$ cat config.mk
export PLATFORM = sky130hd
export DESIGN_NAME = periph_top
export DESIGN_NICKNAME = d
export VERILOG_FILES = /design/src/design/periph_pkg.sv /design/src/design/periph_decode.sv /design/src/design/gpio_regs.sv /design/src/design/pwm_periph.sv /design/src/design/read_return.sv /design/src/design/periph_top.sv
export SDC_FILE = /design/constraint.sdc
export NUM_CORES = 1
export LEC_CHECK = 0
export ABC_CLOCK_PERIOD_IN_PS = 2100
export CORE_MARGIN = 8
export CORE_UTILIZATION = 58
export CTS_CLUSTER_DIAMETER = 200
export CTS_CLUSTER_SIZE = 25
export DETAILED_ROUTE_END_ITERATION = 8
export DONT_BUFFER_PORTS = 1
export PLACE_DENSITY = 0.76
export RECOVER_POWER = 100
export SLEW_MARGIN = 20
export SYNTH_ARGS = -nofsm -noshare
export SYNTH_HDL_FRONTEND = slang
export SYNTH_SLANG_ARGS = --single-unit
$ cat constraint.sdc
create_clock -name clk -period 2.1 [get_ports clk]
set_input_delay 0.105 -clock clk [delete_from_list [all_inputs] [get_ports clk]]
set_output_delay 0.105 -clock clk [all_outputs]
set_load 0.1 [all_outputs]
$ cat src/design/periph_pkg.sv
// ======================================================================
// Shared types and codes for the peripheral bus block
// Access codes follow the core's active-low strobes (11 means idle)
// GPIO offsets are byte offsets within one 64-byte word slot
// ======================================================================
package periph_pkg;

    typedef logic [10:0] addr_t;       // Peripheral address, bit 10 picks the byte bank
    typedef logic [31:0] word_t;
    typedef logic [7:0]  byte_t;       // Byte data and pin vectors
    typedef logic [1:0]  access_t;
    typedef logic [3:0]  slot_t;
    typedef logic [4:0]  func_sel_t;   // Top bit selects the byte bank
    typedef logic [15:0] slot_mask_t;

    localparam access_t ACC_NONE = 2'b11;
    localparam access_t ACC_BYTE = 2'b00;
    localparam access_t ACC_HALF = 2'b01;
    localparam access_t ACC_WORD = 2'b10;

    typedef struct packed {
        addr_t   addr;
        word_t   wdata;
        access_t write_n;
        access_t read_n;
    } bus_req_t;

    typedef struct packed {
        word_t data;
        logic  ready;
    } periph_rsp_t;

    // GPIO register map
    localparam logic [5:0] GPIO_OUT_OFS  = 6'h00;
    localparam logic [5:0] GPIO_IN_OFS   = 6'h04;
    localparam logic [5:0] AUDIO_SEL_OFS = 6'h10;

    // Pin select area: bit 5 set, bits 1:0 clear, bits 4:2 give the pin
    localparam logic [5:0] PIN_SEL_OFS  = 6'h20;
    localparam logic [5:0] PIN_SEL_MASK = 6'h23;

    // Pins leave reset driven by the GPIO slot, word bank slot 1
    localparam func_sel_t FUNC_SEL_RESET = 5'h01;

endpackage

$ cat src/design/periph_decode.sv
// ======================================================================
// Address decode into word bank and byte bank selects
// Unoccupied slots read zero and are always ready
// Only the GPIO and PWM slots return data
// ======================================================================
`timescale 1ns/1ns

module periph_decode #(
    parameter int GPIO_SLOT = periph_pkg::FUNC_SEL_RESET,
    parameter int PWM_SLOT  = 5
) (
    input  periph_pkg::bus_req_t    i_req,
    input  periph_pkg::periph_rsp_t i_gpio_rsp,
    input  periph_pkg::byte_t       i_pwm_rdata,
    output periph_pkg::slot_mask_t  o_user_sel,
    output periph_pkg::slot_mask_t  o_simple_sel,
    output periph_pkg::periph_rsp_t o_rsp
);

    localparam periph_pkg::slot_t GPIO_S = periph_pkg::slot_t'(GPIO_SLOT);
    localparam periph_pkg::slot_t PWM_S  = periph_pkg::slot_t'(PWM_SLOT);

    logic              byte_bank;
    periph_pkg::slot_t user_slot;
    periph_pkg::slot_t simple_slot;

    assign byte_bank   = i_req.addr[10];
    assign user_slot   = i_req.addr[9:6];   // 64-byte word slots
    assign simple_slot = i_req.addr[7:4];   // 16-byte byte slots

    always_comb begin
        o_user_sel   = '0;
        o_simple_sel = '0;
        o_rsp.data   = '0;
        o_rsp.ready  = 1'b1;

        if (byte_bank) begin
            o_simple_sel[simple_slot] = 1'b1;
            // Byte peripherals are always ready
            if (simple_slot == PWM_S) begin
                o_rsp.data = {24'h0, i_pwm_rdata};
            end
        end else begin
            o_user_sel[user_slot] = 1'b1;
            if (user_slot == GPIO_S) begin
                o_rsp = i_gpio_rsp;
            end
        end
    end

    // Each bank select has at most one bit set
    always_comb begin
        a_sel_onehot: assert ($onehot0(o_user_sel) && $onehot0(o_simple_sel))
            else $error("periph_decode: select mask not one-hot");
    end

endmodule

$ cat src/design/gpio_regs.sv
// ======================================================================
// GPIO slot: output register, input readback, pin function selects
// Function select codes use the decoder's slot numbering
// Unknown sources drive their pins low
// ======================================================================
`timescale 1ns/1ns

module gpio_regs #(
    parameter int GPIO_SLOT = periph_pkg::FUNC_SEL_RESET,
    parameter int PWM_SLOT  = 5
) (
    input  logic                    clk,
    input  logic                    rst_n,
    input  periph_pkg::bus_req_t    i_req,
    input  logic                    i_sel,
    input  periph_pkg::byte_t       i_ui_in,
    input  periph_pkg::byte_t       i_pwm_pins,
    output periph_pkg::periph_rsp_t o_rsp,
    output periph_pkg::byte_t       o_uo_out,
    output logic                    o_audio_select
);

    // Source codes as seen in a pin function select
    localparam periph_pkg::func_sel_t GPIO_FUNC = {1'b0, periph_pkg::slot_t'(GPIO_SLOT)};
    localparam periph_pkg::func_sel_t PWM_FUNC  = {1'b1, periph_pkg::slot_t'(PWM_SLOT)};

    periph_pkg::byte_t     gpio_out;
    periph_pkg::func_sel_t func_sel [8];
    logic [2:0]            audio_sel;
    logic [5:0]            ofs;
    logic                  wr_en;
    logic                  pin_area;
    logic [2:0]            pin_idx;

    assign ofs      = i_req.addr[5:0];
    assign wr_en    = i_sel && (i_req.write_n != periph_pkg::ACC_NONE);
    assign pin_area = (ofs & periph_pkg::PIN_SEL_MASK) == periph_pkg::PIN_SEL_OFS;
    assign pin_idx  = ofs[4:2];

    always_ff @(posedge clk) begin
        if (!rst_n) begin
            gpio_out  <= '0;
            audio_sel <= '0;
            for (int i = 0; i < 8; i++) begin
                func_sel[i] <= GPIO_FUNC;
            end
        end else if (wr_en) begin
            if (ofs == periph_pkg::GPIO_OUT_OFS) gpio_out <= i_req.wdata[7:0];
            if (ofs == periph_pkg::AUDIO_SEL_OFS) audio_sel <= i_req.wdata[2:0];
            if (pin_area) func_sel[pin_idx] <= i_req.wdata[4:0];
        end
    end

    // Register readback, always ready
    always_comb begin
        o_rsp.ready = 1'b1;
        if (ofs == periph_pkg::GPIO_OUT_OFS) begin
            o_rsp.data = {24'h0, gpio_out};
        end else if (ofs == periph_pkg::GPIO_IN_OFS) begin
            o_rsp.data = {24'h0, i_ui_in};
        end else if (ofs == periph_pkg::AUDIO_SEL_OFS) begin
            o_rsp.data = {29'h0, audio_sel};
        end else if (pin_area) begin
            o_rsp.data = {27'h0, func_sel[pin_idx]};
        end else begin
            o_rsp.data = '0;
        end
    end

    // Each pin takes its own bit from the selected source
    always_comb begin
        for (int i = 0; i < 8; i++) begin
            o_uo_out[i] = 1'b0;
            if (func_sel[i] == GPIO_FUNC) o_uo_out[i] = gpio_out[i];
            else if (func_sel[i] == PWM_FUNC) o_uo_out[i] = i_pwm_pins[i];
        end
    end

    assign o_audio_select = audio_sel[2];

    // Registers only move after a selected write with a real access code
    a_write_only: assert property (@(posedge clk) disable iff (!rst_n)
        ($past(rst_n) && (gpio_out != $past(gpio_out) || audio_sel != $past(audio_sel)))
        |-> $past(i_sel && i_req.write_n != periph_pkg::ACC_NONE))
        else $error("gpio_regs: register changed without a write");

endmodule

$ cat src/design/pwm_periph.sv
// ======================================================================
// Byte peripheral: 8-bit PWM with a free-running counter
// Duty 0 keeps the output low, duty 255 is high 255 of 256 cycles
// ======================================================================
`timescale 1ns/1ns

module pwm_periph (
    input  logic              clk,
    input  logic              rst_n,
    input  logic              i_write,
    input  logic [3:0]        i_addr,
    input  periph_pkg::byte_t i_wdata,
    output periph_pkg::byte_t o_rdata,
    output periph_pkg::byte_t o_pins
);

    periph_pkg::byte_t duty;
    periph_pkg::byte_t count;
    logic              level;

    always_ff @(posedge clk) begin
        if (!rst_n) begin
            duty  <= '0;
            count <= '0;
        end else begin
            count <= count + 8'd1;                          // Wraps every 256 cycles
            if (i_write && i_addr == 4'h0) duty <= i_wdata;
        end
    end

    assign level   = count < duty;
    assign o_pins  = {8{level}};                            // Bit 7 doubles as audio
    assign o_rdata = (i_addr == 4'h0) ? duty : 8'h00;

endmodule

$ cat src/design/read_return.sv
// ======================================================================
// Registered read return to the core
// Read data appears one cycle after the request and is held until
// the cycle after the core flags the read as complete
// ======================================================================
`timescale 1ns/1ns

module read_return (
    input  logic                    clk,
    input  logic                    rst_n,
    input  periph_pkg::access_t     i_read_n,
    input  periph_pkg::access_t     i_write_n,
    input  periph_pkg::periph_rsp_t i_rsp,
    input  logic                    i_data_read_complete,
    output periph_pkg::word_t       o_data_out,
    output logic                    o_data_ready
);

    logic              read_req;
    logic              capture;
    logic              hold;
    logic              ready_r;
    periph_pkg::word_t data_r;

    assign read_req = i_read_n != periph_pkg::ACC_NONE;
    assign capture  = !hold && i_rsp.ready && read_req;

    always_ff @(posedge clk) begin
        if (!rst_n) begin
            hold    <= 1'b0;
            ready_r <= 1'b0;
        end else begin
            if (i_data_read_complete) hold <= 1'b0;
            if (capture) hold <= 1'b1;
            ready_r <= read_req && i_rsp.ready;   // Matches the data register latency
        end
    end

    always_ff @(posedge clk) begin
        if (capture) data_r <= i_rsp.data;
    end

    assign o_data_out   = data_r;
    assign o_data_ready = ready_r || (i_write_n != periph_pkg::ACC_NONE);

    // Held data survives until the core completes the read
    a_hold_stable: assert property (@(posedge clk) disable iff (!rst_n)
        (hold && !i_data_read_complete) |=> (hold && $stable(o_data_out)))
        else $error("read_return: held data changed before completion");

endmodule

$ cat src/design/periph_top.sv
// ======================================================================
// Peripheral bus block top level
// Word bank slot GPIO_SLOT holds the GPIO, byte bank slot PWM_SLOT
// holds the PWM; all other slots are empty
// ======================================================================
`timescale 1ns/1ns

module periph_top #(
    parameter int GPIO_SLOT = periph_pkg::FUNC_SEL_RESET,
    parameter int PWM_SLOT  = 5
) (
    input  logic                clk,
    input  logic                rst_n,
    input  periph_pkg::byte_t   i_ui_in,
    input  periph_pkg::addr_t   i_addr,
    input  periph_pkg::word_t   i_data_in,
    input  periph_pkg::access_t i_data_write_n,
    input  periph_pkg::access_t i_data_read_n,
    input  logic                i_data_read_complete,
    output periph_pkg::byte_t   o_uo_out,
    output logic                o_audio,
    output logic                o_audio_select,
    output periph_pkg::word_t   o_data_out,
    output logic                o_data_ready
);

    periph_pkg::bus_req_t    req;
    periph_pkg::slot_mask_t  user_sel;
    periph_pkg::slot_mask_t  simple_sel;
    periph_pkg::periph_rsp_t gpio_rsp;
    periph_pkg::periph_rsp_t dec_rsp;
    periph_pkg::byte_t       pwm_rdata;
    periph_pkg::byte_t       pwm_pins;
    logic                    pwm_write;

    assign req = '{addr: i_addr, wdata: i_data_in, write_n: i_data_write_n,
                   read_n: i_data_read_n};

    assign pwm_write = simple_sel[PWM_SLOT] && (i_data_write_n != periph_pkg::ACC_NONE);
    assign o_audio   = pwm_pins[7];

    periph_decode #(.GPIO_SLOT(GPIO_SLOT), .PWM_SLOT(PWM_SLOT)) u_decode (
        .i_req        (req),
        .i_gpio_rsp   (gpio_rsp),
        .i_pwm_rdata  (pwm_rdata),
        .o_user_sel   (user_sel),
        .o_simple_sel (simple_sel),
        .o_rsp        (dec_rsp)
    );

    gpio_regs #(.GPIO_SLOT(GPIO_SLOT), .PWM_SLOT(PWM_SLOT)) u_gpio (
        .clk            (clk),
        .rst_n          (rst_n),
        .i_req          (req),
        .i_sel          (user_sel[GPIO_SLOT]),
        .i_ui_in        (i_ui_in),
        .i_pwm_pins     (pwm_pins),
        .o_rsp          (gpio_rsp),
        .o_uo_out       (o_uo_out),
        .o_audio_select (o_audio_select)
    );

    pwm_periph u_pwm (
        .clk     (clk),
        .rst_n   (rst_n),
        .i_write (pwm_write),
        .i_addr  (i_addr[3:0]),
        .i_wdata (i_data_in[7:0]),
        .o_rdata (pwm_rdata),
        .o_pins  (pwm_pins)
    );

    read_return u_result (
        .clk                  (clk),
        .rst_n                (rst_n),
        .i_read_n             (i_data_read_n),
        .i_write_n            (i_data_write_n),
        .i_rsp                (dec_rsp),
        .i_data_read_complete (i_data_read_complete),
        .o_data_out           (o_data_out),
        .o_data_ready         (o_data_ready)
    );

endmodule

==> results.md, run 1 <==
* Area fraction of the dominant cell type after synthesis at 0.3374
* Yosys warns at 0
* Inserted Clock Buffers at 9
* Vias in the first global route at 3,288
* Fraction of layout instances using a drive strength above 1 at 0.1588
* Later-pin clock latency in the skew report at ~0.35 ns
* Overall routing resource usage at 0.2114
* Highest fanout seen on the critical path at 4
* Failing checks: negative setup slack
* Most repeated cell in the gate-level netlist after synthesis: sky130_fd_sc_hd__edfxtp_1
* List of most frequent post-synthesis cells: sky130_fd_sc_hd__edfxtp_1 (48), sky130_fd_sc_hd__and2_1 (40), sky130_fd_sc_hd__nand2_1 (32)
* Die Outline Area at between 0.01 and 0.015 mm2
* Final worst-path cycle share at 1.022
* Storage cell area at just over 0.002 mm2
* Post-synthesis register bit count at 77
* Type of the worst setup path: reg -> out
* Pre-Repair DR Iteration Count at 4
* Clock tree skew after final layout at approximately 0.0058 ns
* Maximum number of pins on one net before global-route repair at 37
* Setup violations, final at 9
* Number of cells on the worst reg-to-reg path at 3
* Setup slack of the most critical reg-to-reg path at 0.54 ns
* Vias at roughly 3,200
* Shortest clock period the worst path allows after layout at 2.147 ns
* Number of antenna violations at the first check in global routing at 1
* Largest buffer count on any clock path at 2
* Total area of multi-input combinational cells at between 0.002 and 0.0025 mm2
* Leakage Power at approximately 1.8 nW
* Area growth syn-to-layout at 17.08%
* Design Area, Final at 0.005001 mm2
* Rel. slew slack at 0.1956
* Worst EP arrival at 2.04 ns
* Unrepaired setup endpoints after global routing: yes
* Cell total after placement at around 530
* Filler cell count in the final layout at approximately 550
* Met3 layer usage reported by global route at 0.05177
* Instance area after placement at 0.004653 mm2
* # nets final at about 530
* RR Startpoint: u_gpio.audio_sel[2]
* Number of slew-limit violations in the final report at 0
* Kind of end point of the critical path: primary output
* Most used routing layer: met2
* Areal power density over the cells at 685.0 mW/mm2
* Number of standard cells after synthesis at around 420
* Worst hold margin at between 0.02 and 0.025 ns
* Number of enable flip-flop cells after synthesis at 48
* DRC viols at 0
* Async set-reset flop share out of synthesis at 0
* Count of unique library cells instantiated by Yosys at 45
* Htree depth at 3
* Detail-routed via count per cell at 5.695
* Ports placed on the boundary at about 100
* Non-filler cells, final at approximately 570
* Setup crit start kind: flop
* Die boundary width at around 100 um
* Yosys top cell by area: sky130_fd_sc_hd__edfxtp_1
* Required time of the critical path at approximately 2.0 ns
* CTS tree: yes
* Final HPWL from detailed placement at 7530 um
* Endpoints failing hold at 0
* Worst-case setup margin in the final layout at -0.04680 ns
* Die outline height at roughly 100 um
* Starting Density at 0.5953
* Number of port buffers at 0
* Worst slack after detailed placement at about 0.054 ns
* Residual overflow from global routing at 0
* First-iteration detailed-routing DRC count at roughly 170
* Crit path launch: u_pwm.duty[4]
* Final wirelength at about 11,000 um
* Synthesized area per cell at between 10 and 15 um2
* Transition time at the pin with the least slew margin at between 1 and 1.5 ns
* Sequential share of the synthesized area at 0.4733
* Hold Path Class: in -> reg
* Mapped cell area at roughly 0.0043 mm2
* GR met2 Demand/Resource at 0.3692
* Floorplan Core Area at between 0.007 and 0.008 mm2
* Site Rows at 31
* Worst vdd rail ir drop at between 0.3 and 0.4 mV
* Buffer type at the clock tree root: sky130_fd_sc_hd__clkbuf_8
* Final antenna-violating net count at 0
* Ys flop type: sky130_fd_sc_hd__edfxtp_1
* Placer's final routability congestion estimate at approximately 0.9
* Routed len/inst at between 15 and 20 um
* Met1 usage at 0.2368
* Maximum clock frequency at approximately 470 MHz
* First-pass GRT wire length at around 16,000 um
* Worst-path clk slew at 0.08 ns
* Capturing point of the worst reg2reg path: u_gpio.audio_sel[2]
* Post-route total power at 3.426 mW
* TritonCTS Sinks at 77
* Most area-consuming cells after synthesis: sky130_fd_sc_hd__edfxtp_1 (34%), sky130_fd_sc_hd__dfxtp_1 (14%), sky130_fd_sc_hd__mux2i_1 (7.3%), sky130_fd_sc_hd__and2_1 (5.9%), sky130_fd_sc_hd__buf_4 (4.4%)
* Crit path capture: o_uo_out[1]
* Run status: finished with violations
* Maxcap violations at 0
per-layer routing:
metal / up-vias / part of all wire
met4: 0 / 0.027
met3: 24 / 0.075
met5: - / 0
met1: 1542 / 0.39
met2: 125 / 0.51
li1: 1538 / -
state kept, by name, summed over array words and instances, names as in the netlist:
register,cells
u_gpio.gpio_out,8
u_pwm.count,8
u_gpio.audio_sel,3
u_gpio.func_sel,40
u_pwm.duty,8
u_result.o_data_out,8
u_result.hold,1
u_result.ready_r,1
stage by stage:
step                  util  TNS, ns
floorplan                -  -0.6766
global placement    0.6485        0
detailed placement  0.6485        0
CTS                 0.7072        0
global route        0.6966  -0.5708
finish              0.6969  -0.2224
how the worst min path moves through the flow:
| stage | to | depth (start not counted) | start |
|---|---|---|---|
| global route | u_result.o_data_out[5] | 2 | i_ui_in[5] |
| detailed placement | u_result.ready_r | 1 | i_data_read_n[1] |
| floorplan | u_result.ready_r | 1 | i_data_read_n[1] |
| finish | u_result.o_data_out[6] | 2 | i_ui_in[6] |
| global placement | u_result.ready_r | 1 | i_data_read_n[1] |
| CTS | u_result.o_data_out[5] | 2 | i_ui_in[5] |
cell usage in the layout, fill, tap and decap left out, drive strengths merged, types with 4 or more instances in the layout:
cell         instances
a21oi                8
a22oi                5
and2                40
buf                 19
clkbuf              32
conb                24
dfxtp               29
dlygate4sd3         11
edfxtp              48
ha                   8
inv                 12
mux2i               31
nand2               32
nand2b              21
nand3               20
nand4               11
nor2                12
nor2b                8
nor3                 8
nor3b                8
nor4                 6
o21ai               30
or3                  4
xnor2                4
power by group:
group          internal [mW]  leakage (nW)  switching [mW]
registers               1.66         0.709          0.0376
clock network          0.577        0.0959           0.557
logic                  0.126          1.04           0.467
cell type report:
cell class,count,area share
diodes,2,0.001001
clock buffers,10,0.02752
clock inverters,6,0.01251
inverters,12,0.009007
multi-input cells,309,0.4186
flip-flops and latches,77,0.4073
well taps,99,0.02477
repair buffers,52,0.09932
worst max-delay path, stage by stage, from the launching register on:
cell and delay (ns):
sky130_fd_sc_hd__dfxtp_2 0.36, sky130_fd_sc_hd__inv_2 0.04, sky130_fd_sc_hd__ha_2 0.30, sky130_fd_sc_hd__nand4_1 0.13, sky130_fd_sc_hd__a211oi_2 0.33, sky130_fd_sc_hd__buf_4 0.27, sky130_fd_sc_hd__o21ai_4 0.08, sky130_fd_sc_hd__buf_12 0.16
timing repair:
item,CTS,global route
buffers inserted,2,1
hold endpoints to repair,69,0
gates cloned,1,1
pin swaps,6,6
endpoints found under the setup margin,9,9
gates resized for setup,15,21
hold buffers,12,0
cell families (layout without fill, tap and decap cells):
group,after synthesis,count (layout),share of synthesized area
adder cells (fa/ha/maj),8,8,0.02343
buffers and inverters,54,80,0.07352
XOR/XNOR,6,6,0.01230
other,1,26,0.0008779
flip-flops,77,77,0.4733
AND/OR/NAND/NOR,178,178,0.2469
AO/OA/AOI/OAI,59,59,0.08905
multiplexers,34,34,0.08055
No activity file was read; power rests on OpenSTA's default activity.
==> run 2, diff against run 1 <==
--- a/config.mk
+++ b/config.mk
@@ -17,4 +17,5 @@
 export SLEW_MARGIN = 20
 export SYNTH_ARGS = -nofsm -noshare
 export SYNTH_HDL_FRONTEND = slang
+export SYNTH_HIERARCHICAL = 1
 export SYNTH_SLANG_ARGS = --single-unit
==> run 2 against run 1 <==
Against the previous run: sequential power grew 35%; power rose by 23%; worst setup slack worse by 0.32 ns; count of clock-buffer cells in the layout decreased by 1; sequential share of layout area up 4.3 points; critical path type unchanged; the flow still finishes with violations (negative setup slack); routed wire length is 14% higher; maximum frequency down 13%.
==> results.md, run 2 <==
* Run status: finished with violations
* Failing checks: negative setup slack
* Required time of the critical path at ~2 ns
* Worst-case setup margin in the final layout at -0.3689 ns
* Transition time at the pin with the least slew margin at between 1 and 1.5 ns
* Floorplan Core Area at about 0.0088 mm2
* Register bank with the most flops: u_gpio/func_sel
* # nets final at slightly below 600
* Ports placed on the boundary at between 100 and 150
* Endpoints failing hold at 0
* Maximum clock frequency at about 410 MHz
* Worst slack after detailed placement at ~0.0024 ns
* Vias at about 3,800
* First-pass GRT wire length at between 15,000 and 20,000 um
* Kind of end point of the critical path: primary output
* Setup crit start kind: flop
* Leading cell types in the layout, fill and taps excluded: sky130_fd_sc_hd__edfxtp_1 (72), sky130_fd_sc_hd__clkbuf_1 (40), sky130_fd_sc_hd__and2_1 (38)
* Routed len/inst at 19.41 um
* First-iteration detailed-routing DRC count at 290
* Type of the worst setup path: reg -> out
* Buffer type at the clock tree root: sky130_fd_sc_hd__clkbuf_8
* Instance area after placement at roughly 0.0059 mm2
* Starting Density at 0.6017
* DRC viols at 0
* Hold Path Class: in -> reg
* Site Rows at 34
* Final worst-path cycle share at 1.176
* Final HPWL from detailed placement at 8573 um
* Later-pin clock latency in the skew report at between 0.3 and 0.4 ns
* CTS tree: yes
* Fraction of layout instances using a drive strength above 1 at 0.1664
* Yosys warns at 6
* Highest fanout seen on the critical path at 9
* Synthesized area per cell at around 11 um2
* Commonest non-fill, non-tap cell in the layout: sky130_fd_sc_hd__edfxtp_1
* Number of flip-flops in the largest register at 40
* Number of antenna violations at the first check in global routing at 1
* TritonCTS Sinks at slightly above 100
* Number of standard cells after synthesis at 471
* Unrepaired setup endpoints after global routing: yes
* Area growth syn-to-layout at 16.14%
* Die Outline Area at about 0.012 mm2
* Number of slew-limit violations in the final report at 0
* Mapped cell area at 0.005273 mm2
* Worst EP arrival at roughly 2.4 ns
* Setup violations, final at 26
* Final antenna-violating net count at 0
* Clock tree skew after final layout at 0.01653 ns
* Htree depth at 3
* Die outline height at 111.3 um
* Vias in the first global route at roughly 3,700
* Inserted Clock Buffers at 9
* Design Area, Final at slightly above 0.006 mm2
* Post-route total power at approximately 4.2 mW
* Overall routing resource usage at 0.1933
* Rel. slew slack at 0.1505
* Residual overflow from global routing at 0
* Areal power density over the cells at 687.4 mW/mm2
* Leakage Power at between 2 and 2.5 nW
* Number of port buffers at 0
* Final wirelength at 12,500 um
* Maximum number of pins on one net before global-route repair at 39
* Placer's final routability congestion estimate at 0.8539
* Maxcap violations at 0
* Worst vdd rail ir drop at between 0.3 and 0.4 mV
* Largest buffer count on any clock path at 2
* Shortest clock period the worst path allows after layout at around 2.5 ns
* Worst-path clk slew at roughly 0.11 ns
* Filler cell count in the final layout at between 600 and 700
* Pre-Repair DR Iteration Count at 5
* Die boundary width at between 100 and 150 um
* Detail-routed via count per cell at approximately 5.9
## run 2: timing repair
action / CTS / global route
endpoints found under the setup margin: 9 / 9
resized for setup: 5 / 11
endpoints found under the hold margin: 69 / 0
setup buffers: 0 / 1
hold buffers: 17 / 0
pin swaps: 1 / 0
## run 2: worst paths after layout
kind / from / to / slack (ns) / cells after the start
max: u_pwm/duty[4] / o_uo_out[6] / -0.37 / 9
max reg2reg: u_result/hold / u_result/hold / 0.09 / 4
min: i_addr[1] / u_pwm/duty[5] / 0.03 / 3
min reg2reg: u_gpio/gpio_out[3] / u_gpio/gpio_out[3] / 0.49 / 2
## run 2: layout make-up
cell class	instances	area (um2)	share of cell area
sequential	101	2755	0.4499
multi-input combinational	329	2386	0.3897
timing repair buffer	81	628.1	0.1026
tap	108	135.1	0.02207
clock buffer	9	123.9	0.02023
clock inverter	7	62.56	0.01022
inverter	8	30.03	0.004904
antenna	1	2.502	0.0004087
## run 2: where the power goes
group / total [mW] / internal (mW) / switching, mW
Combinational: 0.740 / 0.166 / 0.574
Sequential: 2.29 / 2.23 / 0.0548
Clock: 1.18 / 0.459 / 0.725
Total: 4.21 / 2.86 / 1.35
## run 2: metrics by stage
step | utilization | hold slack [ns] | instances | TNS, ns
after CTS | 0.7150 | 0.004739 | 642 | -2.877
after global routing | 0.6987 | 0.02782 | 644 | -4.784
after detailed placement | 0.6726 | 0.2154 | 609 | 0
final | 0.6987 | 0.02937 | 644 | -3.400
after global placement | 0.6726 | 0.2016 | 609 | 0
after floorplan | - | 0.1925 | 494 | -4.908
## run 2: critical path, stage by stage, from the launching register on
cell	delay, ns
sky130_fd_sc_hd__dfxtp_2	0.37
sky130_fd_sc_hd__inv_1	0.05
sky130_fd_sc_hd__ha_1	0.28
sky130_fd_sc_hd__nand4_1	0.12
sky130_fd_sc_hd__nor2_2	0.07
sky130_fd_sc_hd__a211oi_4	0.27
sky130_fd_sc_hd__buf_12	0.17
sky130_fd_sc_hd__a31oi_1	0.13
sky130_fd_sc_hd__nor4b_4	0.31
sky130_fd_sc_hd__buf_12	0.22
## run 2: metal layers
| metal | GRT usage | up-vias | wire (um) |
|---|---|---|---|
| li1 | - | 1773 | - |
| met1 | 0.2371 | 1839 | 5213 |
| met2 | 0.3188 | 154 | 5930 |
| met3 | 0.05529 | 20 | 1119 |
| met4 | 0.06756 | 0 | 238 |
| met5 | 0 | - | 0 |
==> run 3, diff against run 2 <==
--- a/config.mk
+++ b/config.mk
@@ -7,12 +7,12 @@
 export LEC_CHECK = 0
 export ABC_CLOCK_PERIOD_IN_PS = 2100
 export CORE_MARGIN = 8
-export CORE_UTILIZATION = 58
+export CORE_UTILIZATION = 55
 export CTS_CLUSTER_DIAMETER = 200
 export CTS_CLUSTER_SIZE = 25
 export DETAILED_ROUTE_END_ITERATION = 8
 export DONT_BUFFER_PORTS = 1
-export PLACE_DENSITY = 0.76
+export PLACE_DENSITY = 0.73
 export RECOVER_POWER = 100
 export SLEW_MARGIN = 20
 export SYNTH_ARGS = -nofsm -noshare
==> run 3 against run 2 <==
Against the previous run: the flow still finishes with violations (negative setup slack); utilization down 3.4 points; hold slack improved by 0.020 ns; clock power is essentially flat; routed wire length decreased by 2.9%; worst setup slack got worse by 0.056 ns; cell area up 0.74%; global-route usage fell by 0.76 points; highest routed layer unchanged.
==> results.md, run 3 (synthesis results as in run 2) <==
* Crit path capture: o_uo_out[7]
* Total Negative Setup Slacks at -3.690 ns
* Clock tree skew after final layout at about 0.0067 ns
* Die Outline Area at 0.01298 mm2
* Vias in the first global route at about 3,600
* Worst EP arrival at roughly 2.4 ns
* Number of cells on the worst reg-to-reg path at 4
* Final worst-path cycle share at 1.202
* Maximum clock frequency at around 400 MHz
* Number of flip-flops in the largest register at 40
* Largest buffer count on any clock path at 2
* TritonCTS Sinks at 101
* Final HPWL from detailed placement at 8354 um
* First-iteration detailed-routing DRC count at 260
* First-pass GRT wire length at approximately 19,000 um
* # nets final at a little under 600
* Setup crit start kind: flop
* Maxcap violations at 0
* Htree depth at 3
* Worst-path clk slew at roughly 0.1 ns
* Filler cell count in the final layout at about 740
* Register bank with the most flops: u_gpio/func_sel
* Type of the worst setup path: reg -> out
* Failing checks: negative setup slack
* Unrepaired setup endpoints after global routing: yes
* Setup violations, final at 23
* Worst slack after detailed placement at -0.04552 ns
* Vias at 3,756
* Setup slack of the most critical reg-to-reg path at 0.12 ns
* Routed len/inst at approximately 18 um
* CTS tree: yes
* Worst vdd rail ir drop at roughly 0.36 mV
* Highest fanout seen on the critical path at 8
* Final antenna-violating net count at 0
* Maximum number of pins on one net before global-route repair at 39
* Post-route total power at between 4 and 5 mW
* Kind of end point of the critical path: primary output
* Leading cell types in the layout, fill and taps excluded: sky130_fd_sc_hd__edfxtp_1 (72), sky130_fd_sc_hd__clkbuf_1 (42), sky130_fd_sc_hd__and2_1 (42)
* Pre-Repair DR Iteration Count at 5
* Hold Path Class: in -> reg
* Detail-routed via count per cell at around 5.6
* Capturing point of the worst reg2reg path: u_result/hold
* Placer's final routability congestion estimate at ~0.86
* DRC viols at 0
* Number of slew-limit violations in the final report at 0
* Number of port buffers at 0
* Worst-path cell chain: inv_2, ha_4, a211oi_2, o21ai_2, a211oi_4, buf_12, buf_12, a31oi_4, nor4b_4, buf_12
* Ports placed on the boundary at between 100 and 150
* Commonest non-fill, non-tap cell in the layout: sky130_fd_sc_hd__edfxtp_1
* Rel. slew slack at 0.1864
* Die boundary width at around 110 um
* Critical Path Max Stage Delay at 0.36 ns
* Inserted Clock Buffers at 9
* Worst-case setup margin in the final layout at -0.4247 ns
* Endpoints failing hold at 0
* Later-pin clock latency in the skew report at roughly 0.37 ns
* Crit path launch: u_pwm/duty[2]
* Floorplan Core Area at 0.009284 mm2
* Die outline height at 113.9 um
* Cell type with the highest occurrence count on the critical path: sky130_fd_sc_hd__buf_12
* Area growth syn-to-layout at 16.99%
* Buffer type at the clock tree root: sky130_fd_sc_hd__clkbuf_8
* Final wirelength at 12,140 um
* Worst hold margin at just under 0.05 ns
* Starting Density at 0.5679
* Transition time at the pin with the least slew margin at 1.226 ns
* Residual overflow from global routing at 0
* Required time of the critical path at around 2.0 ns
* Slowest stage cell, crit path: sky130_fd_sc_hd__dfxtp_2
* Shortest clock period the worst path allows after layout at around 2.5 ns
* Areal power density over the cells at 683.7 mW/mm2
* Number of antenna violations at the first check in global routing at 1
* RR Startpoint: u_result/hold
* Run status: finished with violations
* Leakage Power at between 2 and 2.5 nW
* Site Rows at 35
* Fraction of layout instances using a drive strength above 1 at 0.1623
* Overall routing resource usage at 0.1857
[run 3: cell types whose count changed in the layout (fill, tap and decap cells not counted), moves of 2 or more]
cell,before,now
sky130_fd_sc_hd__and2_0,23,18
sky130_fd_sc_hd__and2_1,38,42
sky130_fd_sc_hd__clkbuf_1,40,42
sky130_fd_sc_hd__clkbuf_2,3,1
sky130_fd_sc_hd__clkinv_4,1,3
[run 3: final cells by class]
cell class | count | area, um2 | area share
flip-flops and latches | 101 | 2755 | 0.4467
diodes | 2 | 5.005 | 0.0008114
clock inverters | 7 | 66.31 | 0.01075
inverters | 8 | 30.03 | 0.004868
well taps | 129 | 161.4 | 0.02617
repair buffers | 82 | 635.6 | 0.1030
multi-input cells | 329 | 2391 | 0.3876
clock buffers | 9 | 123.9 | 0.02008
[run 3: repair_timing]
item / in CTS / in global routing
setup buffers: 3 / 1
endpoints found under the setup margin: 9 / 9
pin swaps: 2 / 2
hold buffers: 18 / 0
endpoints found under the hold margin: 69 / 0
resized for setup: 11 / 1
[run 3: critical path, delay by kind of cell, from the launching register on]
kind,cells,cell delay (ns)
adders and majority gates,1,0.21
AOI/OAI and AO/OA,4,0.62
DFF,1,0.36
and+or+nand+nor,1,0.31
buffers and inverters,4,0.53
[run 3: how the worst min path moves through the flow]
stage	from	end	slack, ns	cells past startpoint
floorplan	i_data_read_n[1]	u_result/ready_r	0.19	1
global placement	i_data_read_n[1]	u_result/ready_r	0.21	1
detailed placement	i_data_read_n[1]	u_result/ready_r	0.21	1
CTS	rst_n	u_pwm/duty[2]	0.03	3
global route	i_ui_in[5]	u_result/o_data_out[5]	0.05	2
finish	i_ui_in[6]	u_result/o_data_out[6]	0.05	2
[run 3: through the flow]
stage,util,cells,area (um2)
finish,0.6644,667,6168
global route,0.6644,667,6168
CTS,0.6833,664,6344
detailed placement,0.6353,627,5898
global placement,0.6353,627,5898
floorplan,-,494,5565
[run 3: power breakdown]
group / internal (mW) / switching, mW
registers: 2.23 / 0.0580
clock network: 0.462 / 0.724
logic: 0.169 / 0.574
total: 2.86 / 1.36
[run 3: routing by layer]
layer / GRT usage / vias to the layer above / share of wire / routed length, um
met2: 0.3073 / 173 / 0.46 / 5593
met3: 0.04596 / 40 / 0.081 / 981
met5: 0 / - / 0 / 0
met4: 0.1029 / 0 / 0.038 / 465
li1: - / 1774 / - / -
met1: 0.2167 / 1769 / 0.42 / 5102
